**config.mk**
```make
export PLATFORM = sky130hd
export DESIGN_NAME = store_unit
export DESIGN_NICKNAME = d
export VERILOG_FILES = /design/src/rtl/mem_pkg.sv /design/src/rtl/lane_align.sv /design/src/rtl/store_unit.sv
export SDC_FILE = /design/constraint.sdc
export NUM_CORES = 1
export LEC_CHECK = 0
export BUFFER_PORTS_ARGS = -buffer_cell sky130_fd_sc_hd__buf_4
export CELL_PAD_IN_SITES_DETAIL_PLACEMENT = 1
export CELL_PAD_IN_SITES_GLOBAL_PLACEMENT = 1
export CORE_MARGIN = 1
export CORE_UTILIZATION = 40
export CTS_CLUSTER_SIZE = 8
export DETAILED_ROUTE_END_ITERATION = 6
export PLACE_DENSITY_LB_ADDON = 0.15
export RECOVER_POWER = 100
export SLEW_MARGIN = 20
export SYNTH_ARGS = -nofsm -noshare
export SYNTH_HDL_FRONTEND = slang
export SYNTH_SLANG_ARGS = --single-unit
```
**constraint.sdc**
```tcl
create_clock -name clk -period 6.5 [get_ports clk]
set_clock_uncertainty 0.2 [all_clocks]
set_input_delay 0.975 -clock clk [delete_from_list [all_inputs] [get_ports clk]]
set_output_delay 0.975 -clock clk [all_outputs]
set_load 0.005 [all_outputs]
```
**src/rtl/mem_pkg.sv**
```systemverilog
// ----------------------------------------------------------------------
// Shared widths, types and constants of the sub-word memory subsystem
// Word, byte address, RAM index, size code and lane shift types
// ----------------------------------------------------------------------
`default_nettype none

package mem_pkg;

    // Data path and address widths
    localparam int WORD_WIDTH      = 32;
    localparam int ADDR_WIDTH      = 10;
    localparam int BYTES_PER_WORD  = 4;
    localparam int OFFSET_BITS     = $clog2(BYTES_PER_WORD);
    localparam int WORD_ADDR_WIDTH = ADDR_WIDTH - OFFSET_BITS;
    localparam int SIZE_WIDTH      = 2;
    localparam int SHIFT_WIDTH     = $clog2(WORD_WIDTH);

    // RAM depth in words
    localparam int MEM_WORDS = 256;

    typedef logic [WORD_WIDTH-1:0]      word_t;
    typedef logic [ADDR_WIDTH-1:0]      addr_t;
    typedef logic [WORD_ADDR_WIDTH-1:0] word_addr_t;
    typedef logic [SIZE_WIDTH-1:0]      size_t;
    typedef logic [SHIFT_WIDTH-1:0]     shift_t;

    // Access size codes, code 3 is never legal
    localparam size_t SIZE_BYTE = 2'd0;
    localparam size_t SIZE_HALF = 2'd1;
    localparam size_t SIZE_WORD = 2'd2;

    // Lane masks before shifting to the addressed byte
    localparam word_t BYTE_MASK = 32'h0000_00ff;
    localparam word_t HALF_MASK = 32'h0000_ffff;
    localparam word_t WORD_MASK = 32'hffff_ffff;

endpackage

`default_nettype wire

```
**src/rtl/lane_align.sv**
```systemverilog
// ----------------------------------------------------------------------
// Lane mask, shift amount and alignment check for one memory access
// ----------------------------------------------------------------------
`timescale 1ns/1ps
`default_nettype none

module lane_align (
    input  wire mem_pkg::addr_t  addr,
    input  wire mem_pkg::size_t  size,
    output mem_pkg::word_t       mask,
    output mem_pkg::shift_t      shift,
    output logic                 misaligned
);

    logic [mem_pkg::OFFSET_BITS-1:0] byte_offset;

    assign byte_offset = addr[mem_pkg::OFFSET_BITS-1:0];

    // Byte offset times eight gives the bit position of the lowest lane
    assign shift = {byte_offset, 3'b000};

    always_comb
    begin
        case (size)
            mem_pkg::SIZE_BYTE:
            begin
                mask       = mem_pkg::BYTE_MASK << shift;
                misaligned = 1'b0;
            end
            mem_pkg::SIZE_HALF:
            begin
                mask       = mem_pkg::HALF_MASK << shift;
                misaligned = byte_offset[0];
            end
            mem_pkg::SIZE_WORD:
            begin
                mask       = mem_pkg::WORD_MASK;
                misaligned = |byte_offset;
            end
            default:
            begin
                // Reserved size code
                mask       = '0;
                misaligned = 1'b1;
            end
        endcase
    end

endmodule

`default_nettype wire

```
**src/rtl/store_unit.sv**
```systemverilog
// ----------------------------------------------------------------------
// Store port with four-phase req/ack handshake
// Read-modify-write of the addressed lanes while holding the grant
// ----------------------------------------------------------------------
`timescale 1ns/1ps
`default_nettype none

module store_unit (
    input  wire                      clk,
    input  wire                      reset,
    input  wire                      st_req,
    input  wire mem_pkg::addr_t      st_addr,
    input  wire mem_pkg::size_t      st_size,
    input  wire mem_pkg::word_t      st_data,
    output logic                     st_ack,
    output logic                     st_misaligned,
    output logic                     mem_req,
    input  wire                      mem_gnt,
    output logic                     mem_we,
    output mem_pkg::word_addr_t      mem_addr,
    output mem_pkg::word_t           mem_wdata,
    input  wire mem_pkg::word_t      mem_rdata
);

    typedef enum logic [2:0] {
        S_IDLE,
        S_WAIT_GRANT,
        S_READ,
        S_MERGE,
        S_WRITE,
        S_ACK
    } state_t;

    state_t           state;
    mem_pkg::addr_t   addr_q;
    mem_pkg::size_t   size_q;
    mem_pkg::word_t   data_q;
    mem_pkg::word_t   merged_q;
    mem_pkg::word_t   mask;
    mem_pkg::shift_t  shift;
    logic             misaligned;

    lane_align i_lane_align (
        .addr       (addr_q),
        .size       (size_q),
        .mask       (mask),
        .shift      (shift),
        .misaligned (misaligned)
    );

    // Grant is kept from the read through the write back
    assign mem_req = (state == S_WAIT_GRANT && !misaligned)
                  || state == S_READ
                  || state == S_MERGE
                  || state == S_WRITE;

    assign mem_we    = (state == S_WRITE);
    assign mem_addr  = addr_q[mem_pkg::ADDR_WIDTH-1:mem_pkg::OFFSET_BITS];
    assign mem_wdata = merged_q;

    always_ff @(posedge clk)
    begin
        if (!reset)
        begin
            state         <= S_IDLE;
            st_ack        <= 1'b0;
            st_misaligned <= 1'b0;
        end
        else
        begin
            case (state)
                S_IDLE:
                    if (st_req)
                        state <= S_WAIT_GRANT;
                S_WAIT_GRANT:
                    if (misaligned)
                    begin
                        st_ack        <= 1'b1;
                        st_misaligned <= 1'b1;
                        state         <= S_ACK;
                    end
                    else if (mem_gnt)
                        state <= S_READ;
                S_READ:
                    state <= S_MERGE;
                S_MERGE:
                    state <= S_WRITE;
                S_WRITE:
                begin
                    st_ack <= 1'b1;
                    state  <= S_ACK;
                end
                S_ACK:
                    if (!st_req)
                    begin
                        st_ack        <= 1'b0;
                        st_misaligned <= 1'b0;
                        state         <= S_IDLE;
                    end
                default:
                    state <= S_IDLE;
            endcase
        end
    end

    always_ff @(posedge clk)
    begin
        if (state == S_IDLE && st_req)
        begin
            addr_q <= st_addr;
            size_q <= st_size;
            data_q <= st_data;
        end
        // Old word is on mem_rdata during merge
        if (state == S_MERGE)
            merged_q <= (mem_rdata & ~mask) | ((data_q << shift) & mask);
    end

    // The write back must fall inside the grant held by the arbiter
    we_inside_grant: assert property (
        @(posedge clk) disable iff (!reset) mem_we |-> mem_gnt);

endmodule

`default_nettype wire

```
==> results by group <==
Floorplan
  • Overall die height: 98.2 µm
  • Die extent in x: 98.2 µm
  • Starting density of the core: 41.8%
  • IO Count: 124
  • Row cnt: 34
  • Placeable core region: 8850 µm²
  • DIE AREA: 9640 µm²

Critical path
  • Start-to-end type of the worst setup path: reg2reg
  • Critical path startpoint: state[0]$_SDFFE_PN0P_
  • Longest individual stage delay on the worst path: 2.13 ns
  • Worst setup path end: mem_wdata[29]$_DFFE_PP_
  • CP max stage cell: sky130_fd_sc_hd__nor2_1
  • Depth of the most critical reg-to-reg path: 2
  • Arrival time at the worst endpoint: 3.24 ns
  • Required time at the worst-slack endpoint: 6.20 ns
  • Worst r2r dst: mem_wdata[29]$_DFFE_PP_
  • CP endpoint kind: flop
  • Worst setup SP type: flop
  • Buf/Inv on CP: 0
  • Critical path, cell by cell: nand2b_1 -> nor2_1
  • Largest fanout on the critical path: 32
  • Gate family responsible for the most delay along the worst path: simple AND/OR/NAND/NOR gates
  • Reg-to-Reg Start: state[0]$_SDFFE_PN0P_
  • Crit path depth: 2
  • Reg-to-reg setup timing slack: 2.97 ns

Timing
  • Max-slew headroom: -93.7%
  • Highest clock rate: 0.283 GHz
  • Fin Hold WS: 0.326 ns
  • Clock period minus final worst setup slack: 3.53 ns
  • RSZ-0062 raised after global routing: no
  • Final cycle utilization of the critical path: 54.4%
  • Number of setup violations in the final report: 0
  • Final Hold Violating Endpoints: 0
  • Setup TNS after final layout: 0 ns
  • Max-slew violation count: 62
  • Least-Margin Pin Slew: 2.89 ns

Synth
  • Yosys top cell by area: sky130_fd_sc_hd__edfxtp_1
  • Avg Synthesized Cell Area: 14.6 µm²
  • EDFF count, synth: 76
  • Number of library cell types mapped by synthesis: 38
  • Post-Synthesis Cells: 253
  • Most frequent cells after synthesis: sky130_fd_sc_hd__edfxtp_1 (76), sky130_fd_sc_hd__mux2i_1 (40), sky130_fd_sc_hd__nand2_1 (17), sky130_fd_sc_hd__mux2_2 (16), sky130_fd_sc_hd__inv_1 (12)
  • Warnings from Yosys: 0
  • Total standard cell area after synthesis: 3700 µm²
  • Async set-or-reset flop fraction in the synthesized netlist: 0%
  • Top FF cell, synth: sky130_fd_sc_hd__edfxtp_1
  • Post-synthesis sequential area ratio: 64.4%
  • Net count after synthesis: 333
  • Fraction of post-synthesis cell area in the top cell type by area: 61.7%
  • Synth area leaders: sky130_fd_sc_hd__edfxtp_1 (62%), sky130_fd_sc_hd__mux2i_1 (11%), sky130_fd_sc_hd__mux2_2 (4.9%)
  • Most used standard cell by instance count after synthesis: sky130_fd_sc_hd__edfxtp_1
  • Register bit count reported by yosys: 81

Layout
  • Layout overhead on the synthesized area: 29.4%
  • Non-filler instance count after layout: 481
  • Final net count: 448
  • Post-route cell area: 4790 µm²
  • Share of final-layout standard cells stronger than drive strength 1: 39.9%
  • Number of diodes: 0

Route
  • Per-cell via count in the routed design: 5.28
  • Number of detailed-routing iterations run before antenna repair: 7
  • Post-DR wirelength/cell: 18.5 µm
  • Number of remaining DRC errors: 11
  • Detailed Route WL: 8900 µm
  • Number of design-rule violations left by the first detailed-router iteration: 120
  • ANT nets after route: 0
  • Via total after detailed routing: 2542

Placed design
  • Instance area at placement: 4650 µm²
  • DP HPWL: 6220 µm
  • Instance count after placement with tap cells included: 465
  • RePlAce Congestion: 0.757
  • Buffers on Ports: 123

Clock tree
  • Number of hold buffers added after CTS: 0
  • Clock tree root buffer cell: sky130_fd_sc_hd__clkbuf_8
  • TritonCTS clock tree: yes
  • Buffers inserted by post-CTS timing repair: 0
  • Clock transition at the register clock pins on the worst setup and hold paths after CTS: 0.08 ns
  • CTS Buf Count: 9
  • Number of buffers on the longest clock path: 2
  • Post-CTS resize count: 0
  • Later-pin clock latency in the skew report: 0.35 ns
  • H-tree depth reported by CTS: 3
  • Clock tree sinks: 81

Outcome
  • Run status: finished, violations left
  • Failing checks: design-rule violations, max-capacitance violations, max-slew violations

Pwr
  • Leakage: 1.88 nW
  • Power per cell area: 261 nW/µm²
  • Total power of the final layout: 1.25 mW
  • Worst-case vdd ir drop: 0.122 mV

Global route
  • Pin count of the biggest net entering global routing: 34
  • Initial antenna violation count: 0
  • Overall fraction of global-route tracks in use: 19.3%
  • Via count of the first global-routing pass: 2674
  • Wire length of the first global-routing pass: 13900 µm
  • Total grt overflow: 0

Flow run
  • Max-Cap Viols: 2

Hold path
  • Kind of path behind the tightest hold check: reg2reg
-- power breakdown --
group          internal (mW)  switching, mW  leakage, nW
Clock                  0.216          0.190       0.0991
Combinational          0.101         0.0940         1.04
Sequential             0.620         0.0300        0.746
Total                  0.937          0.314         1.88
-- stage by stage --
stage	utilization, %	setup slack (ns)
5_1_grt	54.1	2.68
2_1_floorplan	-	0.558
6_report	54.1	2.97
3_5_place_dp	52.6	3.37
3_3_place_gp	52.6	3.43
4_1_cts	55.1	2.97
-- sequential cells by signal (all words and copies together), names as in the netlist --
name / cells
data_q: 32
mem_wdata: 32
addr_q: 10
state: 3
size_q: 2
st_ack: 1
st_misaligned: 1
-- worst min path at each step --
stage / startpoint / to / slack, ns / cells after the start
floorplan: st_ack$_SDFFE_PN0P_ / st_ack$_SDFFE_PN0P_ / 0.31 / 1
global route: st_ack$_SDFFE_PN0P_ / st_ack$_SDFFE_PN0P_ / 0.36 / 1
detailed placement: st_ack$_SDFFE_PN0P_ / st_ack$_SDFFE_PN0P_ / 0.31 / 1
global placement: st_ack$_SDFFE_PN0P_ / st_ack$_SDFFE_PN0P_ / 0.30 / 1
finish: st_ack$_SDFFE_PN0P_ / st_ack$_SDFFE_PN0P_ / 0.33 / 1
CTS: st_ack$_SDFFE_PN0P_ / st_ack$_SDFFE_PN0P_ / 0.33 / 1
-- routing by layer --
metal	vias up	part of all wire, %	routed length [µm]	track usage [%]
met5	-	0	0	0
met4	0	1.3	117	7.23
met3	9	6.3	564	5.01
met2	90	50	4410	32.1
met1	1247	43	3810	24.3
li1	1196	-	-	-
-- placed cells by master, fill, tap and decap left out, drive strengths merged, types with 5 or more instances in the layout --
cell	instances
clkbuf	100
edfxtp	76
mux2i	40
buf	35
nand2	17
mux2	16
inv	12
o22ai	9
o2bb2ai	8
o221ai	8
o21ai	5
a21oi	5
dfxtp	5
-- kinds of logic (layout without fill, tap and decap cells) --
kind of cell / count (synthesis) / count (layout) / share of synthesized area, %
multiplexers: 56 / 56 / 15.7
AND/OR/NAND/NOR: 36 / 36 / 4.94
AO/OA/AOI/OAI: 45 / 45 / 9.74
XOR/XNOR: 1 / 1 / 0.237
flip-flops: 81 / 81 / 64.4
buffers and inverters: 34 / 154 / 5.00
-- worst reg2reg max path: cells and delay by family (launching register included) --
kind          cells  cell delay [ns]
flops             1             0.57
simple gates      2             2.30
-- layout make-up --
cell class	count	area, µm²
inverter	12	45.0
timing repair buffer	126	912
sequential	81	2380
clock inverter	7	95.1
fill	918	4060
tap	108	135
clock buffer	9	124
multi-input combinational	138	1090
Power figures use the tool's default switching activity.
