**src/rtl/mem_pkg.sv**
```systemverilog
// ----------------------------------------------------------------------
// Shared widths, types and constants of the sub-word memory subsystem
// Word, byte address, RAM index, size code and lane shift types
// ----------------------------------------------------------------------
`default_nettype none

package mem_pkg;

    // Data path and address widths
    localparam int WORD_WIDTH      = 32;
    localparam int ADDR_WIDTH      = 10;
    localparam int BYTES_PER_WORD  = 4;
    localparam int OFFSET_BITS     = $clog2(BYTES_PER_WORD);
    localparam int WORD_ADDR_WIDTH = ADDR_WIDTH - OFFSET_BITS;
    localparam int SIZE_WIDTH      = 2;
    localparam int SHIFT_WIDTH     = $clog2(WORD_WIDTH);

    // RAM depth in words
    localparam int MEM_WORDS = 256;

    typedef logic [WORD_WIDTH-1:0]      word_t;
    typedef logic [ADDR_WIDTH-1:0]      addr_t;
    typedef logic [WORD_ADDR_WIDTH-1:0] word_addr_t;
    typedef logic [SIZE_WIDTH-1:0]      size_t;
    typedef logic [SHIFT_WIDTH-1:0]     shift_t;

    // Access size codes, code 3 is never legal
    localparam size_t SIZE_BYTE = 2'd0;
    localparam size_t SIZE_HALF = 2'd1;
    localparam size_t SIZE_WORD = 2'd2;

    // Lane masks before shifting to the addressed byte
    localparam word_t BYTE_MASK = 32'h0000_00ff;
    localparam word_t HALF_MASK = 32'h0000_ffff;
    localparam word_t WORD_MASK = 32'hffff_ffff;

endpackage

`default_nettype wire

```
**src/rtl/lane_align.sv**
```systemverilog
// ----------------------------------------------------------------------
// Lane mask, shift amount and alignment check for one memory access
// ----------------------------------------------------------------------
`timescale 1ns/1ps
`default_nettype none

module lane_align (
    input  wire mem_pkg::addr_t  addr,
    input  wire mem_pkg::size_t  size,
    output mem_pkg::word_t       mask,
    output mem_pkg::shift_t      shift,
    output logic                 misaligned
);

    logic [mem_pkg::OFFSET_BITS-1:0] byte_offset;

    assign byte_offset = addr[mem_pkg::OFFSET_BITS-1:0];

    // Byte offset times eight gives the bit position of the lowest lane
    assign shift = {byte_offset, 3'b000};

    always_comb
    begin
        case (size)
            mem_pkg::SIZE_BYTE:
            begin
                mask       = mem_pkg::BYTE_MASK << shift;
                misaligned = 1'b0;
            end
            mem_pkg::SIZE_HALF:
            begin
                mask       = mem_pkg::HALF_MASK << shift;
                misaligned = byte_offset[0];
            end
            mem_pkg::SIZE_WORD:
            begin
                mask       = mem_pkg::WORD_MASK;
                misaligned = |byte_offset;
            end
            default:
            begin
                // Reserved size code
                mask       = '0;
                misaligned = 1'b1;
            end
        endcase
    end

endmodule

`default_nettype wire

```
**src/rtl/load_unit.sv**
```systemverilog
// ----------------------------------------------------------------------
// Load port with four-phase req/ack handshake
// Reads one RAM word through the arbiter and extracts the lanes
// ----------------------------------------------------------------------
`timescale 1ns/1ps
`default_nettype none

module load_unit (
    input  wire                      clk,
    input  wire                      reset,
    input  wire                      ld_req,
    input  wire mem_pkg::addr_t      ld_addr,
    input  wire mem_pkg::size_t      ld_size,
    output logic                     ld_ack,
    output mem_pkg::word_t           ld_data,
    output logic                     ld_misaligned,
    output logic                     mem_req,
    input  wire                      mem_gnt,
    output mem_pkg::word_addr_t      mem_addr,
    input  wire mem_pkg::word_t      mem_rdata
);

    typedef enum logic [2:0] {
        S_IDLE,
        S_WAIT_GRANT,
        S_READ,
        S_CAPTURE,
        S_ACK
    } state_t;

    state_t           state;
    mem_pkg::addr_t   addr_q;
    mem_pkg::size_t   size_q;
    mem_pkg::word_t   mask;
    mem_pkg::shift_t  shift;
    logic             misaligned;

    lane_align i_lane_align (
        .addr       (addr_q),
        .size       (size_q),
        .mask       (mask),
        .shift      (shift),
        .misaligned (misaligned)
    );

    // A refused access never asks for the RAM
    assign mem_req  = (state == S_WAIT_GRANT && !misaligned) || state == S_READ;
    assign mem_addr = addr_q[mem_pkg::ADDR_WIDTH-1:mem_pkg::OFFSET_BITS];

    always_ff @(posedge clk)
    begin
        if (!reset)
        begin
            state         <= S_IDLE;
            ld_ack        <= 1'b0;
            ld_misaligned <= 1'b0;
        end
        else
        begin
            case (state)
                S_IDLE:
                    if (ld_req)
                        state <= S_WAIT_GRANT;
                S_WAIT_GRANT:
                    if (misaligned)
                    begin
                        ld_ack        <= 1'b1;
                        ld_misaligned <= 1'b1;
                        state         <= S_ACK;
                    end
                    else if (mem_gnt)
                        state <= S_READ;
                // Read issued here and data arrives in capture
                S_READ:
                    state <= S_CAPTURE;
                S_CAPTURE:
                begin
                    ld_ack <= 1'b1;
                    state  <= S_ACK;
                end
                S_ACK:
                    if (!ld_req)
                    begin
                        ld_ack        <= 1'b0;
                        ld_misaligned <= 1'b0;
                        state         <= S_IDLE;
                    end
                default:
                    state <= S_IDLE;
            endcase
        end
    end

    always_ff @(posedge clk)
    begin
        if (state == S_IDLE && ld_req)
        begin
            addr_q <= ld_addr;
            size_q <= ld_size;
        end
        if (state == S_CAPTURE)
            ld_data <= (mem_rdata & mask) >> shift;
        else if (state == S_WAIT_GRANT && misaligned)
            ld_data <= '0;
    end

    // Ack is only raised on an edge that still saw req high
    ack_only_during_req: assert property (
        @(posedge clk) disable iff (!reset) $rose(ld_ack) |-> $past(ld_req));

endmodule

`default_nettype wire

```
**config.mk**
```make
export PLATFORM = sky130hd
export DESIGN_NAME = load_unit
export DESIGN_NICKNAME = d
export VERILOG_FILES = /design/src/rtl/mem_pkg.sv /design/src/rtl/lane_align.sv /design/src/rtl/load_unit.sv
export SDC_FILE = /design/constraint.sdc
export NUM_CORES = 1
export LEC_CHECK = 0
export BUFFER_PORTS_ARGS = -buffer_cell sky130_fd_sc_hd__buf_2
export CORE_UTILIZATION = 45
export DETAILED_ROUTE_END_ITERATION = 10
export GPL_TIMING_DRIVEN = 0
export PLACE_DENSITY = 0.73
export SKIP_LAST_GASP = 1
export SYNTH_ARGS = -nofsm -noshare
export SYNTH_HDL_FRONTEND = slang
export SYNTH_SLANG_ARGS = --single-unit
```
**constraint.sdc**
```tcl
create_clock -name clk -period 2.6 [get_ports clk]
set_input_delay 0.26 -clock clk [delete_from_list [all_inputs] [get_ports clk]]
set_output_delay 0.26 -clock clk [all_outputs]
set_load 0.02 [all_outputs]
```
==> results of run 1 <==
-- cell usage after synthesis, types with 2 or more instances --
cell | n | area [sq um]
a2bb2oi_1 | 8 | 70.1
mux2_2 | 16 | 180
nor2b_1 | 10 | 62.6
and2_1 | 8 | 50.1
dfxtp_1 | 5 | 100
buf_4 | 8 | 60.1
nor2_1 | 18 | 67.6
a22oi_1 | 8 | 60.1
mux2i_1 | 8 | 80.1
buf_2 | 7 | 35.0
edfxtp_1 | 44 | 1320
inv_1 | 4 | 15.0
a21oi_1 | 2 | 10.0
nand2_1 | 2 | 7.51
-- power by group --
part / leakage (nW) / switching, W / total, W / internal (W)
clock network: 0.0528 / 0.000229 / 0.000513 / 0.000284
registers: 0.451 / 0.0000183 / 0.000929 / 0.000911
logic: 0.731 / 0.000180 / 0.000320 / 0.000139
total: 1.23 / 0.000428 / 0.00176 / 0.00133
-- how the worst min path moves through the flow --
| stage | cells past startpoint | to | slack [ns] | start |
|---|---|---|---|---|
| 4_1_cts | 1 | size_q[1] | 0.13 | ld_size[1] |
| 3_3_place_gp | 1 | addr_q[9] | 0.44 | ld_addr[9] |
| 5_1_grt | 1 | size_q[0] | 0.12 | ld_size[0] |
| 2_1_floorplan | 0 | addr_q[0] | 0.36 | ld_addr[0] |
| 3_5_place_dp | 1 | size_q[1] | 0.44 | ld_size[1] |
| 6_report | 1 | size_q[1] | 0.13 | ld_size[1] |
-- final cells by class --
| class | count | area share [%] |
|---|---|---|
| sequential | 49 | 48.1 |
| multi-input combinational | 104 | 26.4 |
| timing repair buffer | 90 | 15.2 |
| buffer | 16 | 3.34 |
| tap | 67 | 2.84 |
| clock buffer | 6 | 2.45 |
| clock inverter | 2 | 1.14 |
| inverter | 4 | 0.508 |
-- registers in the layout, indices dropped and copies added (netlist names) --
register       cells
addr_q            10
ld_ack             1
ld_data           32
ld_misaligned      1
size_q             2
state              3
-- logic make-up (layout without fill, tap and decap cells) --
kind of cell	count (synthesis)	in the layout	synth area share [%]
AND/OR/NAND/NOR	50	50	12.1
XOR/XNOR	1	1	0.378
flip-flops	49	49	61.4
buffers and inverters	20	118	4.92
multiplexers	24	24	11.2
AO/OA/AOI/OAI	29	29	10.0
-- per-layer routing --
| layer | track usage (%) | vias to the layer above | routed length (um) |
|---|---|---|---|
| li1 | - | 835 | - |
| met1 | 21.6 | 789 | 2070 |
| met2 | 33.5 | 80 | 2410 |
| met3 | 4.80 | 6 | 321 |
| met4 | 6.20 | 0 | 69 |
| met5 | 0 | - | 0 |
-- stage by stage --
step | hold slack (ns) | cells | util, %
2_1_floorplan | 0.359 | 173 | -
3_3_place_gp | 0.436 | 330 | 58.8
5_1_grt | 0.124 | 338 | 61.0
3_5_place_dp | 0.438 | 330 | 58.8
4_1_cts | 0.127 | 338 | 61.0
6_report | 0.135 | 338 | 61.0
-- repair_timing --
action / 4_1_cts / 5_1_grt
buffers inserted: 0 / 0
setup endpoints to repair: 0 / 32
gates resized for setup: 0 / 1
hold buffers: 0 / 0
-- worst max-delay path, cell delays in order, from the launching register on --
cell      delay [ns]
edfxtp_1        0.32
buf_2           0.21
a21oi_1         0.09
nor2_1          0.38
o21a_2          0.69
==> run metrics, run 1 <==
io pins 91; fill count 406; Hold Vio Cnt, Final 0; ys async rst share 0%; total congestion overflow 0; commonest non-fill, non-tap cell in the layout buf_2; RSZ-0062 raised after global routing false; Max VDD drop between 0.0003 and 0.0004 V; clock latency on the worst-skew pair 0.29 ns; Port-buffer cells 90; Area Overhead vs Synth 27.7%; Worst Setup EP ld_data[31]; CTS tree built; Hold WC Path Type in -> reg; Reg2Reg Setup Slack ~0.53 ns; DR WL/cell 14.4 um; crit path launch addr_q[0]; layout cell share with drive strength beyond 1 49.1%; crit path kind reg -> reg; Final ANT Viol Nets 0; initial antenna violation count 0; n_diodes 0; Multi-input gate area 781 sq um; # H-tree levels 2; largest net degree at the start of global routing 33; GRT Total Usage 18.7%; clock sinks 49; worst r2r dst ld_data[31]; post-synthesis cell area 2310 sq um; R2R depth 4; Die W approximately 74 um; Post-synth EDFFs 44; Lkg Pwr 1.23 nW; fmax 484 MHz; commonest non-fill, non-tap cells in the layout buf_2 (97), edfxtp_1 (44), nor2_1 (18), mux2_2 (16), nor2b_1 (10); DP HPWL 3710 um; TNS Setup 0 ns; ys flop type edfxtp_1; CP arrival 2.00 ns; Final period util between 70% and 80%; #FFs+latches synth 49; Max clock buf depth 2; routed vias/inst 5.06; pre-CTS setup slack 0.111 ns; Crit Path Max Fanout 32; minimum clock period approximately 2.1 ns; status finished, final reports clean; syn avg cell area 13.4 sq um; Power Dens Cells about 600 nW/um^2; final-stage net count 318; Initial Util 47.7%; GPL Wtd Cong 0.775; PnR Total Power 0.00176 W; required time worst endpoint about 2.5 ns; CP Launch Type flop; FF+latch area about 1400 sq um; Row Count 25; Layout Skew 0.00655 ns; first-pass GRT wire length around 7400 um; Max-Cap Viols 0; vias in the first global route 1,611; Clock Tree Root clkbuf_8; worst slew pin tran approximately 0.75 ns; Vias 1,710; reg2reg start addr_q[0]; Post-Synthesis Cells between 150 and 200; Total Routed Length 4870 um; Placement Cell Area approximately 2800 sq um; Rel. slew slack roughly half; DRC 0; YS warnings 0; die height 73.7 um; register area share after synthesis 61.4%; Finish-stage setup viols 0; distinct cell type count after synthesis 39; Syn Nets around 220; final count of pins violating max slew 0; core box area 4850 sq um; clk slew on worst S/H paths ~0.080 ns; Worst setup EP type flop; worst setup margin 0.534 ns; post-route cell area just under 3000 sq um; Pre-antenna DRT Iters 4; TritonCTS buffer count 5; DIE AREA 5430 sq um; DRT iter0 DRCs 66
Note: power is estimated with default switching activity, not from simulation.
==> run 2, diff against run 1 <==
Clock period 2.6 ns to 2.1 ns, I/O delays scaled along.
==> run metrics, run 2 (synthesized netlist as in run 1, its figures left out) <==
CP Launch Type flop; crit path launch addr_q[0]; power share of the clock group 29.1% (about the same); Clock Tree Root clkbuf_8; worst slew pin tran 0.600 ns (-0.149 ns); worst hold path depth 1 (unchanged); GRT Total Usage 18.7% (unchanged); Int Pwr 0.00165 W (+24%); Initial Util 47.7% (unchanged); Layout Skew 0.00646 ns (-0.0000923 ns); status finished, final reports clean; Max VDD drop 0.000463 V (+24%); Area Overhead vs Synth 28.0%; Max-Cap Viols 0 (unchanged); Critical Path, Cell by Cell buf_2, a21oi_1, nor2_1, o21a_4; Finish-stage setup viols 0 (unchanged); final-stage net count 318 (unchanged); Port-buffer cells 90 (unchanged); clk slew on worst S/H paths 0.08 ns (about the same); vias in the first global route 1,611 (unchanged); die height 73.7 um (unchanged); fill count 405 (-0.25%); CP Buf/Inv Count 1 (unchanged); Largest regs ld_data (32), addr_q (10), state (3); CP arrival 1.82 ns (-0.18 ns); hold_sp ld_size[1]; family with the most delay on the worst path compound AO/OA/AOI/OAI gates; layout cell share with drive strength beyond 1 49.1% (unchanged); TNS Setup 0 ns (unchanged); fmax 534 MHz (+10%); Worst Hold End size_q[1]; commonest non-fill, non-tap cells in the layout buf_2 (97), edfxtp_1 (44), nor2_1 (18), mux2_2 (16), nor2b_1 (10); Reg2Reg Setup Slack 0.23 ns (-0.31 ns); Pre-antenna DRT Iters 4 (unchanged); TritonCTS buffer count 5 (unchanged); max reg flops 32 (unchanged); Hold WC Path Type in -> reg; initial antenna violation count 0 (unchanged); minimum clock period 1.87 ns (-0.195 ns); R2R depth 4 (unchanged); Lkg Pwr 1.24 nW (about the same); largest net degree at the start of global routing 33 (unchanged); Rel. slew slack 60.0% (+9.9 points); crit path kind reg -> reg; Hold Vio Cnt, Final 0 (unchanged); total congestion overflow 0 (unchanged); first-pass GRT wire length 7380 um (unchanged); core box area 4850 sq um (unchanged); Row Count 25 (unchanged); reg2reg start addr_q[0]; worst r2r dst ld_data[4]; Sw Share 24.3% (+0.036 points); postcts setup bufs 0 (unchanged); Crit Path Max Fanout 32 (unchanged); sequential power share 52.7% (about the same); clock latency on the worst-skew pair 0.29 ns (about the same); CTS tree built; DRC 0 (unchanged); CP peak stage delay 0.48 ns (-0.21 ns); DRT iter0 DRCs 73 (+11%); hold buffers post-CTS 0 (unchanged); DP HPWL 3710 um (unchanged); sw power 0.000531 W (+24%); DIE AREA 5430 sq um (unchanged); Power Dens Cells 737 nW/um^2 (+24%); Max clock buf depth 2 (unchanged); Final ANT Viol Nets 0 (unchanged); final count of pins violating max slew 0 (unchanged); Largest Register ld_data; n_diodes 0 (unchanged); required time worst endpoint 2.04 ns (-0.49 ns); DR WL/cell 14.5 um (+0.43%); clock sinks 49 (unchanged); Vias 1,716 (+0.35%); worst setup margin 0.228 ns (-0.305 ns); GPL Wtd Cong 0.775 (unchanged); Layout Utilization 61.1% (+0.13 points); PnR Total Power 0.00218 W (+24%); io pins 91 (unchanged); # H-tree levels 2 (unchanged); routed vias/inst 5.08 (+0.35%); Final period util 89.1% (+9.7 points); commonest non-fill, non-tap cell in the layout buf_2; Worst setup EP type flop; combinational group share of total power 18.3% (+0.2 points); Total Routed Length 4890 um (+0.43%); post-CTS sizing 1 (+1); Die W 73.7 um (unchanged); Max stage delay cell, worst path o21a_4; RSZ-0062 raised after global routing false; pre-CTS setup slack -0.389 ns (-0.500 ns)
[run 2: cell counts in the layout (fill, tap and decap cells not counted)]
Identical to the previous run, type by type.
[run 2: final cells by class]
cell class / instances / area, sq um / share of cell area [%]
Multi-Input combinational cell: 104 / 787 / 26.6
Timing Repair Buffer: 90 / 450 / 15.2
Tap cell: 67 / 83.8 / 2.83
Sequential cell: 49 / 1420 / 48.0
Clock inverter: 2 / 33.8 / 1.14
Clock buffer: 6 / 72.6 / 2.45
Buffer: 16 / 98.8 / 3.34
Inverter: 4 / 15.0 / 0.507
[run 2: worst max path at each step]
stage | endpoint | slack (ns) | cells after the start
finish | ld_data[4] | 0.23 | 4
global route | ld_data[31] | 0.09 | 4
CTS | ld_data[31] | 0.02 | 4
detailed placement | ld_data[14] | -0.39 | 4
global placement | ld_data[31] | -0.38 | 4
floorplan | ld_data[0] | 0.05 | 4
[run 2: layer usage]
layer / global-route usage (%) / part of all wire, % / vias up
met5: 0 / 0 / -
met4: 6.20 / 1.4 / 0
met3: 4.80 / 6.9 / 6
met2: 33.5 / 49 / 80
met1: 21.6 / 43 / 798
li1: - / - / 832
[run 2: power by group through the flow]
stage                     Sequential, W  Combinational (W)  Clock [W]
final                           0.00115           0.000399   0.000635
after CTS                       0.00115           0.000397   0.000651
after global routing            0.00116           0.000430   0.000679
after floorplan                 0.00122           0.000213          0
after global placement          0.00117           0.000391          0
after detailed placement        0.00117           0.000396          0
[run 2: metrics by stage]
step	hold WS [ns]	area, sq um	std cells
2_1_floorplan	0.309	2310	173
3_3_place_gp	0.386	2850	330
3_5_place_dp	0.388	2850	330
4_1_cts	0.0770	2960	338
5_1_grt	0.0742	2960	338
6_report	0.0849	2960	338
