File: src/rtl/mem_pkg.sv
// ----------------------------------------------------------------------
// Shared widths, types and constants of the sub-word memory subsystem
// Word, byte address, RAM index, size code and lane shift types
// ----------------------------------------------------------------------
`default_nettype none

package mem_pkg;

    // Data path and address widths
    localparam int WORD_WIDTH      = 32;
    localparam int ADDR_WIDTH      = 10;
    localparam int BYTES_PER_WORD  = 4;
    localparam int OFFSET_BITS     = $clog2(BYTES_PER_WORD);
    localparam int WORD_ADDR_WIDTH = ADDR_WIDTH - OFFSET_BITS;
    localparam int SIZE_WIDTH      = 2;
    localparam int SHIFT_WIDTH     = $clog2(WORD_WIDTH);

    // RAM depth in words
    localparam int MEM_WORDS = 256;

    typedef logic [WORD_WIDTH-1:0]      word_t;
    typedef logic [ADDR_WIDTH-1:0]      addr_t;
    typedef logic [WORD_ADDR_WIDTH-1:0] word_addr_t;
    typedef logic [SIZE_WIDTH-1:0]      size_t;
    typedef logic [SHIFT_WIDTH-1:0]     shift_t;

    // Access size codes, code 3 is never legal
    localparam size_t SIZE_BYTE = 2'd0;
    localparam size_t SIZE_HALF = 2'd1;
    localparam size_t SIZE_WORD = 2'd2;

    // Lane masks before shifting to the addressed byte
    localparam word_t BYTE_MASK = 32'h0000_00ff;
    localparam word_t HALF_MASK = 32'h0000_ffff;
    localparam word_t WORD_MASK = 32'hffff_ffff;

endpackage

`default_nettype wire

File: src/rtl/mem_arbiter.sv
// ----------------------------------------------------------------------
// Round-robin arbiter between the load and store units
// Owner keeps the RAM until it drops its request
// ----------------------------------------------------------------------
`timescale 1ns/1ps
`default_nettype none

module mem_arbiter (
    input  wire                      clk,
    input  wire                      reset,
    // Load client
    input  wire                      ld_mem_req,
    output logic                     ld_mem_gnt,
    input  wire mem_pkg::word_addr_t ld_mem_addr,
    output mem_pkg::word_t           ld_mem_rdata,
    // Store client
    input  wire                      st_mem_req,
    output logic                     st_mem_gnt,
    input  wire                      st_mem_we,
    input  wire mem_pkg::word_addr_t st_mem_addr,
    input  wire mem_pkg::word_t      st_mem_wdata,
    output mem_pkg::word_t           st_mem_rdata,
    // RAM side
    output logic                     ram_en,
    output logic                     ram_we,
    output mem_pkg::word_addr_t      ram_addr,
    output mem_pkg::word_t           ram_wdata,
    input  wire mem_pkg::word_t      ram_rdata
);

    typedef enum logic [1:0] {
        OWN_NONE,
        OWN_LD,
        OWN_ST
    } owner_t;

    owner_t owner;
    logic   last_st;

    always_ff @(posedge clk)
    begin
        if (!reset)
        begin
            owner   <= OWN_NONE;
            last_st <= 1'b1;
        end
        else
        begin
            case (owner)
                OWN_LD:
                    if (!ld_mem_req)
                        owner <= OWN_NONE;
                OWN_ST:
                    if (!st_mem_req)
                        owner <= OWN_NONE;
                default:
                    // On a tie the client not served last wins
                    if (ld_mem_req && (!st_mem_req || last_st))
                    begin
                        owner   <= OWN_LD;
                        last_st <= 1'b0;
                    end
                    else if (st_mem_req)
                    begin
                        owner   <= OWN_ST;
                        last_st <= 1'b1;
                    end
            endcase
        end
    end

    assign ld_mem_gnt = (owner == OWN_LD);
    assign st_mem_gnt = (owner == OWN_ST);

    // Only the owner reaches the RAM
    assign ram_en    = ld_mem_gnt || st_mem_gnt;
    assign ram_we    = st_mem_gnt && st_mem_we;
    assign ram_addr  = st_mem_gnt ? st_mem_addr : ld_mem_addr;
    assign ram_wdata = st_mem_gnt ? st_mem_wdata : '0;

    assign ld_mem_rdata = ram_rdata;
    assign st_mem_rdata = ram_rdata;

    one_grant_only: assert property (
        @(posedge clk) disable iff (!reset) !(ld_mem_gnt && st_mem_gnt));

endmodule

`default_nettype wire

File: config.mk
export PLATFORM = sky130hd
export DESIGN_NAME = mem_arbiter
export DESIGN_NICKNAME = d
export VERILOG_FILES = /design/src/rtl/mem_pkg.sv /design/src/rtl/mem_arbiter.sv
export SDC_FILE = /design/constraint.sdc
export NUM_CORES = 1
export LEC_CHECK = 0
export ABC_CLOCK_PERIOD_IN_PS = 2250
export BUFFER_PORTS_ARGS = -buffer_cell sky130_fd_sc_hd__buf_2
export CAP_MARGIN = 20
export CELL_PAD_IN_SITES_DETAIL_PLACEMENT = 1
export CELL_PAD_IN_SITES_GLOBAL_PLACEMENT = 2
export CORE_MARGIN = 5
export CORE_UTILIZATION = 10
export DETAILED_ROUTE_END_ITERATION = 10
export GPL_TIMING_DRIVEN = 0
export PLACE_DENSITY_LB_ADDON = 0.1
export SLEW_MARGIN = 15
export SYNTH_ARGS = -nofsm -noshare
export SYNTH_HDL_FRONTEND = slang
export SYNTH_SLANG_ARGS = --single-unit
File: constraint.sdc
create_clock -name clk -period 2.25 [get_ports clk]
set_input_delay 0 -clock clk [delete_from_list [all_inputs] [get_ports clk]]
set_output_delay 0 -clock clk [all_outputs]
set_load 0.01 [all_outputs]
==> metrics.yaml, run 1 <==
die:
  rows: 36
  die_area_mm2: 0.0118
  initial_utilization_pct: 10.1
  die_height_um: 109
  design.portCount: 193
  die_x_um: 109
  core_mm2: 0.00964
clock_tree:
  cts.path.max_buffers: 2
  numCtsBuffers: 3
  hold_buffers: 0
  insertion_delay_ns: 0.22
  cts_resized: 0
  root_buffer: "clkbuf_8"
  post-cts-setup-buffer-count: 0
  cts.sinks: 3
  cts_tree: "done"
  cts.clk_slew.worst_paths_ns: 0.03
  htree_levels: 1
detailed_routing:
  drt_iter0_markers: 17
  detail-route-antenna-nets: 0
  first_pass_iters: 3
  wl_per_cell_um: 11.9
  drt-vias-per-instance: 3.28
  drcViolationCount: 0
  wirelength_um: 5070
  dr_total_vias: 1404
cells_and_area:
  final_nets: 383
  synthToLayoutAreaGrowth_pct: 104
  insertedDiodeCount: 0
  instances_no_fill: 428
  drive_above_1_share_pct: 80.0
placement:
  dpl.cell_count: 424
  io_buffers: 160
  hpwl_um: 4750
  gp_congestion: 0.627
setup_path:
  critPathMaxFanout: 10
  r2r-start: "owner[0]"
  cp.required_ns: 2.25
  r2r_cells: 5
  end_kind: "primary output"
  r2r_slack_ns: 0.77
  start_kind: "register"
  worstSetupPathType: "register to primary output"
  r2r_end: "owner[1]"
  cp.arrival_ns: 1.77
pwr:
  internal_power_w: 0.000503
  p_comb_share_pct: 72.5
  powerDensity_mw_per_mm2: 423
  seqPwrFrac_pct: 8.9
  switching_share_pct: 40.2
  irDropWorstVdd_mv: 0.110
  power_frac_clock_pct: 18.6
  power_leakage_nw: 1.23
  p_switching_w: 0.000338
synthesis:
  synth.area.top_cells: "buf_4, and2_1, mux2_2"
  synthCells: 131
  synth_area_leader_cell: "buf_4"
  synth.most_common_cell: "buf_4"
  synth_area_per_cell_um2: 7.45
  yosys_warnings: 0
  syn-num-nets: 218
  synth_seq_cells: 3
  synth_common_cells: "buf_4, and2_1, mux2_2"
  synth-main-ff-cell: "dfxtp_1"
  synth_cell_types: 19
  synth_top_area_share_pct: 49.2
  syn_area_um2: 976
  seq_area_frac_synth_pct: 6.15
  ys_async_sr_fraction_pct: 0
  synth-edff-count: 0
timing:
  final_max_slew_viol_count: 0
  setup_tns_ns: 0
  max-slew-margin-rel_pct: 74.9
  skew_ns: 0.00428
  tightestPinTransition_ns: 0.377
  min_period_over_period_pct: 78.7
  clock.fmax_mhz: 565
  layout_min_cycle_time_ns: 1.77
  setup_violations: 0
  hold_viol: 0
  rsz0062_at_grt: "no"
global_routing:
  antenna_found_initial: 0
  grt_util_all_layers_pct: 7.80
  grt_pass1_vias: 1541
  grt_max_degree: 11
  grt_pass1_wl_um: 7220
  globalRouteOverflowTotal: 0
hold_path:
  min_from: "reset"
  min_to: "last_st"
  hold_path_class: "input port to register"
  worstHoldPathCells: 2
run_status:
  status: "finished, final reports clean"
job:
  maxCapViolCount: 0
==> worst max path at each step <==
stage / startpoint / to / slack (ns) / cells after the start
finish: owner[0] / ram_addr[5] / 0.48 / 5
global route: owner[0] / ram_addr[0] / 0.31 / 5
CTS: owner[0] / ram_addr[2] / 0.38 / 5
detailed placement: owner[1] / ram_addr[2] / 0.62 / 4
global placement: owner[0] / ram_addr[3] / 0.63 / 5
floorplan: owner[0] / owner[0] / 0.95 / 5
==> worst max-delay path: stages, from the launching register on <==
cell and delay [ns]:
dfxtp_1 0.32, inv_1 0.06, ha_1 0.38, buf_2 0.30, mux2_2 0.36, buf_2 0.14
==> cell usage in the layout (no fill, tap or decap) <==
cell type,count
mux2i_1,2
inv_1,3
a21o_1,1
nor4_1,1
nor2_1,1
buf_4,64
a21oi_1,1
clkbuf_8,3
nand4_1,1
a22o_1,1
buf_2,161
ha_1,2
dfxtp_1,3
nand2_1,3
and3_1,1
clkbuf_1,4
mux2_2,8
and2_1,33
o21ai_0,1
nand2b_1,1
==> stage by stage <==
step / utilization [%] / hold slack, ns / cell area (um2) / worst slack, ns / total power, W
after floorplan: - / 0.0762 / 976 / 0.951 / 0.000433
after global placement: 20.2 / 0.187 / 1940 / 0.630 / 0.000713
after detailed placement: 20.2 / 0.186 / 1940 / 0.621 / 0.000707
after CTS: 20.6 / 0.0345 / 1990 / 0.377 / 0.000869
after global routing: 20.6 / 0.0539 / 1990 / 0.306 / 0.000924
final: 20.6 / 0.0288 / 1990 / 0.479 / 0.000841
==> logic make-up after synthesis <==
| logic type | share of synthesized area, % |
|---|---|
| AOI/OAI and AO/OA | 2.69 |
| and+or+nand+nor | 25.3 |
| muxes | 11.3 |
| adders and majority gates | 2.56 |
| DFF | 6.15 |
| buffers and inverters | 52.1 |
==> sequential cells by signal (all words and copies together), names as in the netlist <==
signal,flops
last_st,1
owner,2
==> cell type report <==
cell class	count	area, um2
plain buffers	68	497
clock buffers	4	45.0
fillers	1248	7650
inverters	3	11.3
multi-input cells	57	408
flip-flops and latches	3	60.1
well taps	133	166
repair buffers	160	801
==> power by group through the flow <==
| stage | registers (W) | logic, W | clock network, W |
|---|---|---|---|
| after floorplan | 0.0000726 | 0.000361 | 0 |
| after detailed placement | 0.0000754 | 0.000631 | 0 |
| after global placement | 0.0000747 | 0.000638 | 0 |
| after global routing | 0.0000758 | 0.000684 | 0.000164 |
| final | 0.0000745 | 0.000610 | 0.000156 |
| after CTS | 0.0000743 | 0.000634 | 0.000161 |
==> metal layers <==
layer,global-route usage (%),share of wire [%]
met1,6.76,30
met2,14.3,50
met3,4.85,19
met4,3.25,1.5
met5,0,0
Note: power is estimated with default switching activity, not from simulation.
==> inputs of run 2 (changes only) <==
Settings changed: ABC_CLOCK_PERIOD_IN_PS 2250 to 1500.
Clock period 2.25 ns to 1.5 ns, I/O delays scaled along.
==> run 2 against run 1 <==
Against the previous run: wire length rose by 1.7%; design area rose by 3.7%; first-iteration DRC count fell by 29%; register-to-register slack got worse by 0.58 ns; via count rose by 0.93%; clock power rose by 50%; count of clock-buffer cells in the layout did not move; sequential share of layout area barely moved; sequential cell count did not move; cell count rose by 0.70%; critical path type unchanged; highest routed layer unchanged.
==> metrics.yaml, run 2 (same netlist as run 1, synthesis figures left out) <==
detailed_routing:
  drt-vias-per-instance: 3.29  # was 3.28
  wirelength_um: 5160  # was 5070 um
  dr_total_vias: 1417  # was 1404
  drcViolationCount: 0  # unchanged
  wl_per_cell_um: 12.0  # was 11.9 um
  first_pass_iters: 3  # unchanged
  detail-route-antenna-nets: 0  # unchanged
  drt_iter0_markers: 12  # was 17
die:
  initial_utilization_pct: 10.1  # unchanged
  core_mm2: 0.00964  # unchanged
  die_height_um: 109  # unchanged
  die_area_mm2: 0.0118  # unchanged
  rows: 36  # unchanged
  design.portCount: 193  # unchanged
  die_x_um: 109  # unchanged
global_routing:
  grt_util_all_layers_pct: 7.83  # was 7.80%
  use_met3_pct: 4.85  # unchanged
  met1_usage_pct: 6.65  # was 6.76%
  antenna_found_initial: 0  # unchanged
  grt_pass1_vias: 1551  # was 1541
  grt_pass1_wl_um: 7250  # was 7220 um
  top_usage_layer: "met2"  # unchanged
  globalRouteOverflowTotal: 0  # unchanged
  grtUsageMet2_pct: 14.5  # was 14.3%
  grt_max_degree: 11  # unchanged
setup_path:
  r2r_end: "owner[0]"  # was owner[1]
  worstSetupPathType: "register to primary output"  # unchanged
  critPathMaxFanout: 8  # was 10
  worstPathCellList: "inv_2, ha_4, clkbuf_16, mux2_2, buf_2"  # was inv_1, ha_1, buf_2, mux2_2, buf_2
  end_kind: "primary output"  # unchanged
  r2r_slack_ns: 0.19  # was 0.77 ns
  crit_buf_inv: 3  # unchanged
  critPathMaxStageDelay_ns: 0.32  # was 0.38 ns
  worst_path_dominant_cell_family: "buffers and inverters"  # unchanged
  cp.required_ns: 1.50  # was 2.25 ns
  r2r-start: "owner[0]"  # unchanged
  cp.arrival_ns: 1.44  # was 1.77 ns
  r2r_cells: 5  # unchanged
  start_kind: "register"  # unchanged
  cp_slowest_cell: "dfxtp_2"  # was ha_1
timing:
  hold_viol: 0  # unchanged
  skew_ns: 0.00403  # was 0.00428 ns
  tightestPinTransition_ns: 0.241  # was 0.377 ns
  fin_hold_ws_ns: 0.0302  # was 0.0288 ns
  rsz0062_at_grt: "no"  # unchanged
  max-slew-margin-rel_pct: 83.9  # was 74.9%
  min_period_over_period_pct: 95.7
  layout_min_cycle_time_ns: 1.44
  setup_violations: 0  # unchanged
  setup_tns_ns: 0  # unchanged
  clock.fmax_mhz: 697
  final_max_slew_viol_count: 0  # unchanged
placement:
  io_buffers: 160  # unchanged
  hpwl_um: 4750  # unchanged
  dpl.cell_count: 424  # unchanged
  gp_congestion: 0.627  # unchanged
cells_and_area:
  largest_register: "owner"  # unchanged
  insertedDiodeCount: 0  # unchanged
  drive_above_1_share_pct: 82.6  # was 80.0%
  final_nets: 386  # was 383
  fill_cells: 1247  # was 1248
  synthToLayoutAreaGrowth_pct: 111  # was 104%
  reg.largest.list: "owner (2), last_st (1)"  # unchanged
  final_common_cell: "buf_2"  # unchanged
  largest_reg_flops: 2  # unchanged
  instances_no_fill: 431  # was 428
  multi_input_area_um2: 420  # was 408 um2
  most-common-layout-cells: "buf_2, buf_4, and2_1, mux2_2"  # was buf_2, buf_4, and2_1, mux2_2, clkbuf_1
  seq_area_um2: 62.6  # was 60.1 um2
hold_path:
  worstHoldPathCells: 2  # unchanged
  min_from: "reset"  # unchanged
  min_to: "last_st"  # unchanged
  hold_path_class: "input port to register"  # unchanged
job:
  maxCapViolCount: 0  # unchanged
clock_tree:
  numCtsBuffers: 3  # unchanged
  insertion_delay_ns: 0.22  # about the same
  hold_buffers: 0  # unchanged
  htree_levels: 1  # unchanged
  cts.sinks: 3  # unchanged
  cts.clk_slew.worst_paths_ns: 0.03  # about the same
  root_buffer: "clkbuf_8"  # unchanged
  cts_tree: "done"  # unchanged
  cts.path.max_buffers: 2  # unchanged
pwr:
  power_leakage_nw: 1.27  # was 1.23 nW
  fin_total_pwr_w: 0.00137  # was 0.000841 W
  irDropWorstVdd_mv: 0.204  # was 0.110 mV
  powerDensity_mw_per_mm2: 666  # was 423 mW/mm2
run_status:
  status: "finished, final reports clean"  # unchanged
-- run 2: changes by cell type in the layout (fill, tap and decap cells not counted), sizes merged --
| cell | before | now |
|---|---|---|
| buf | 225 | 227 |
| clkbuf | 7 | 8 |
-- run 2: worst max path at each step --
stage,start,endpoint,cells past startpoint
after floorplan,owner[0],owner[0],5
after global placement,owner[0],ram_addr[3],5
after detailed placement,owner[1],ram_addr[2],4
after CTS,owner[0],ram_wdata[12],5
after global routing,owner[0],ram_addr[1],5
final,owner[0],ram_addr[1],5
-- run 2: power by group --
part	total (W)	switching [W]	internal (W)
combinational	0.00102	0.000459	0.000561
clock	0.000234	0.0000526	0.000181
sequential	0.000119	0.0000174	0.000101
-- run 2: area by class of cell --
cell class	instances	area share, %
Timing Repair Buffer	163	41.0
Buffer	68	24.8
Multi-Input combinational cell	57	20.4
Tap cell	133	8.08
Sequential cell	3	3.04
Clock buffer	4	2.19
Inverter	3	0.546
-- run 2: metrics by stage --
step	setup slack (ns)	utilization (%)	instance area (um2)
after global routing	0.00557	21.4	2060
after detailed placement	-0.129	20.2	1940
after CTS	0.00423	20.9	2010
final	0.0649	21.4	2060
after global placement	-0.120	20.2	1940
after floorplan	0.201	-	976
-- run 2: routing by layer --
layer	vias to the layer above	wire length, um
met5	-	0
met4	0	74
met3	4	979
met2	123	2610
met1	614	1500
li1	676	-
-- run 2: repair_timing --
item,4_1_cts,5_1_grt
buffers inserted,1,1
cloned,0,1
pin swaps,0,1
setup endpoints to repair,43,38
resized for setup,4,11
==> inputs of run 3 (changes only) <==
Settings changed: ABC_CLOCK_PERIOD_IN_PS 1500 to 1350.
Clock period 1.5 ns to 1.35 ns, I/O delays scaled along.
==> run 3 against run 2 <==
Against the previous run: the run now ends with negative setup slack left; die area did not move; worst hold slack worse by 0.00061 ns; global-route usage rose by 0.12 points; clock power grew 11%; design area increased by 3.8%; via count rose by 0.99%; wire length up 0.97%; critical endpoint is now ram_addr[2]; critical path depth down 1; worst setup slack worse by 0.083 ns; sequential cell count stayed put; combinational power increased by 20%.
==> metrics.yaml, run 3 (same netlist as run 1, synthesis figures left out) <==
pwr:
  irDropWorstVdd_mv: 0.222  # was 0.204 mV
  power_leakage_nw: 1.32  # was 1.27 nW
  fin_total_pwr_w: 0.00161  # was 0.00137 W
  powerDensity_mw_per_mm2: 752  # was 666 mW/mm2
die:
  die_area_mm2: 0.0118  # unchanged
  initial_utilization_pct: 10.1  # unchanged
  die_x_um: 109  # unchanged
  core_mm2: 0.00964  # unchanged
  design.portCount: 193  # unchanged
  die_height_um: 109  # unchanged
  rows: 36  # unchanged
setup_path:
  cp_slowest_cell: "dfxtp_2"  # unchanged
  end_kind: "primary output"  # unchanged
  r2r-start: "owner[0]"  # unchanged
  cp.depth: 4  # was 5
  cp.arrival_ns: 1.37  # was 1.44 ns
  crit_start: "owner[1]"  # was owner[0]
  crit_path_end: "ram_addr[2]"  # was ram_addr[1]
  crit_buf_inv: 2  # was 3
  worstSetupPathType: "register to primary output"  # unchanged
  r2r_end: "owner[0]"  # unchanged
  start_kind: "register"  # unchanged
  critPathMaxFanout: 8  # unchanged
  cp.required_ns: 1.35  # was 1.50 ns
  worst_path_dominant_cell_family: "flip-flops"  # was buffers and inverters
  cp_common_cell: "buf_6"
  worstPathCellList: "ha_4, buf_6, mux2_4, buf_6"  # was inv_2, ha_4, clkbuf_16, mux2_2, buf_2
  r2r_slack_ns: 0.04  # was 0.19 ns
  r2r_cells: 5  # unchanged
  critPathMaxStageDelay_ns: 0.35  # was 0.32 ns
global_routing:
  globalRouteOverflowTotal: 0  # unchanged
  grt_max_degree: 11  # unchanged
  antenna_found_initial: 0  # unchanged
  grt_pass1_vias: 1573  # was 1551
  grt_util_all_layers_pct: 7.95  # was 7.83%
  grt_pass1_wl_um: 7360  # was 7250 um
cells_and_area:
  synthToLayoutAreaGrowth_pct: 119  # was 111%
  final_common_cell: "buf_2"  # unchanged
  instances_no_fill: 432  # was 431
  drive_above_1_share_pct: 83.3  # was 82.6%
  largest_reg_flops: 2  # unchanged
  most-common-layout-cells: "buf_2, buf_4, and2_1, buf_6, mux2_4"  # was buf_2, buf_4, and2_1, mux2_2
  final_nets: 387  # was 386
  insertedDiodeCount: 0  # unchanged
  final_core_util_pct: 22.2  # was 21.4%
  largest_register: "owner"  # unchanged
  reg.largest.list: "owner (2), last_st (1)"  # unchanged
  fill_cells: 1236  # was 1247
placement:
  hpwl_um: 4750  # unchanged
  dpl.cell_count: 424  # unchanged
  io_buffers: 160  # unchanged
  dpl_worst_slack_ns: -0.279  # was -0.129 ns
  gp_congestion: 0.627  # unchanged
detailed_routing:
  wl_per_cell_um: 12.1  # was 12.0 um
  drt-vias-per-instance: 3.31  # was 3.29
  first_pass_iters: 3  # unchanged
  wirelength_um: 5210  # was 5160 um
  drcViolationCount: 0  # unchanged
  dr_total_vias: 1431  # was 1417
  detail-route-antenna-nets: 0  # unchanged
  drt_iter0_markers: 14  # was 12
timing:
  layout_min_cycle_time_ns: 1.37
  setup_violations: 5  # was 0
  max-slew-margin-rel_pct: 79.7  # was 83.9%
  rsz0062_at_grt: "yes"  # was no
  clock.fmax_mhz: 731
  fin_hold_ws_ns: 0.0295  # was 0.0302 ns
  tightestPinTransition_ns: 0.301  # was 0.241 ns
  setup_ws_ns: -0.0181  # was 0.0649 ns
  skew_ns: 0.00378  # was 0.00403 ns
  min_period_over_period_pct: 101
  hold_viol: 0  # unchanged
  final_max_slew_viol_count: 0  # unchanged
run_status:
  status: "finished with violations"  # was finished, final reports clean
  violations: "negative setup slack"
hold_path:
  hold_path_class: "input port to register"  # unchanged
  min_from: "reset"  # unchanged
clock_tree:
  root_buffer: "clkbuf_8"  # unchanged
  cts_tree: "done"  # unchanged
  hold_buffers: 0  # unchanged
  insertion_delay_ns: 0.22  # about the same
  cts.clk_slew.worst_paths_ns: 0.03  # about the same
  cts.path.max_buffers: 2  # unchanged
  numCtsBuffers: 3  # unchanged
  cts.sinks: 3  # unchanged
  htree_levels: 1  # unchanged
job:
  maxCapViolCount: 0  # unchanged
[run 3: cell count changes in the layout (fill, tap and decap cells not counted), sizes merged]
cell	delta
buf	+5
clkbuf	-4
[run 3: worst min path at each step]
stage,end,cells after the start,slack (ns)
floorplan,last_st,1,0.08
global placement,st_mem_rdata[30],2,0.19
detailed placement,st_mem_rdata[15],2,0.19
CTS,last_st,2,0.03
global route,last_st,2,0.05
finish,last_st,2,0.03
[run 3: layout make-up]
cell class	count	area, um2	share of cell area (%)
Tap cell	133	166	7.78
Sequential cell	3	62.6	2.92
Inverter	3	11.3	0.526
Clock buffer	4	45.0	2.11
Buffer	68	507	23.7
Timing Repair Buffer	164	892	41.7
Multi-Input combinational cell	57	455	21.3
[run 3: metrics by stage]
| step | TNS, ns | instance area [um2] |
|---|---|---|
| 4_1_cts | -0.387 | 2130 |
| 3_3_place_gp | -5.21 | 1940 |
| 3_5_place_dp | -5.56 | 1940 |
| 2_1_floorplan | 0 | 976 |
| 6_report | -0.0842 | 2140 |
| 5_1_grt | -0.993 | 2140 |
[run 3: routing by layer]
layer / vias to the layer above / share of wire (%) / global-route usage, %
li1: 680 / - / -
met4: 0 / 1.4 / 3.25
met3: 4 / 19 / 4.85
met5: - / 0 / 0
met2: 123 / 51 / 14.8
met1: 624 / 29 / 6.76
[run 3: worst register-to-register path, stage by stage, from the launching register on]
cell	delay, ns
dfxtp_2	0.31
buf_4	0.13
ha_1	0.21
nor4_1	0.29
nor2_2	0.11
mux2i_1	0.13
[run 3: power by group]
group / total, W / switching [W] / internal (W) / leakage, nW
sequential: 0.000130 / 0.0000176 / 0.000113 / 0.0255
combinational: 0.00122 / 0.000531 / 0.000688 / 1.27
clock: 0.000260 / 0.0000591 / 0.000201 / 0.0228
total: 0.00161 / 0.000608 / 0.00100 / 1.32
[run 3: timing repair]
action	CTS	global route
cloned	1	0
buffers inserted	3	0
pin swaps	1	0
setup endpoints to repair	43	36
resized for setup	28	7
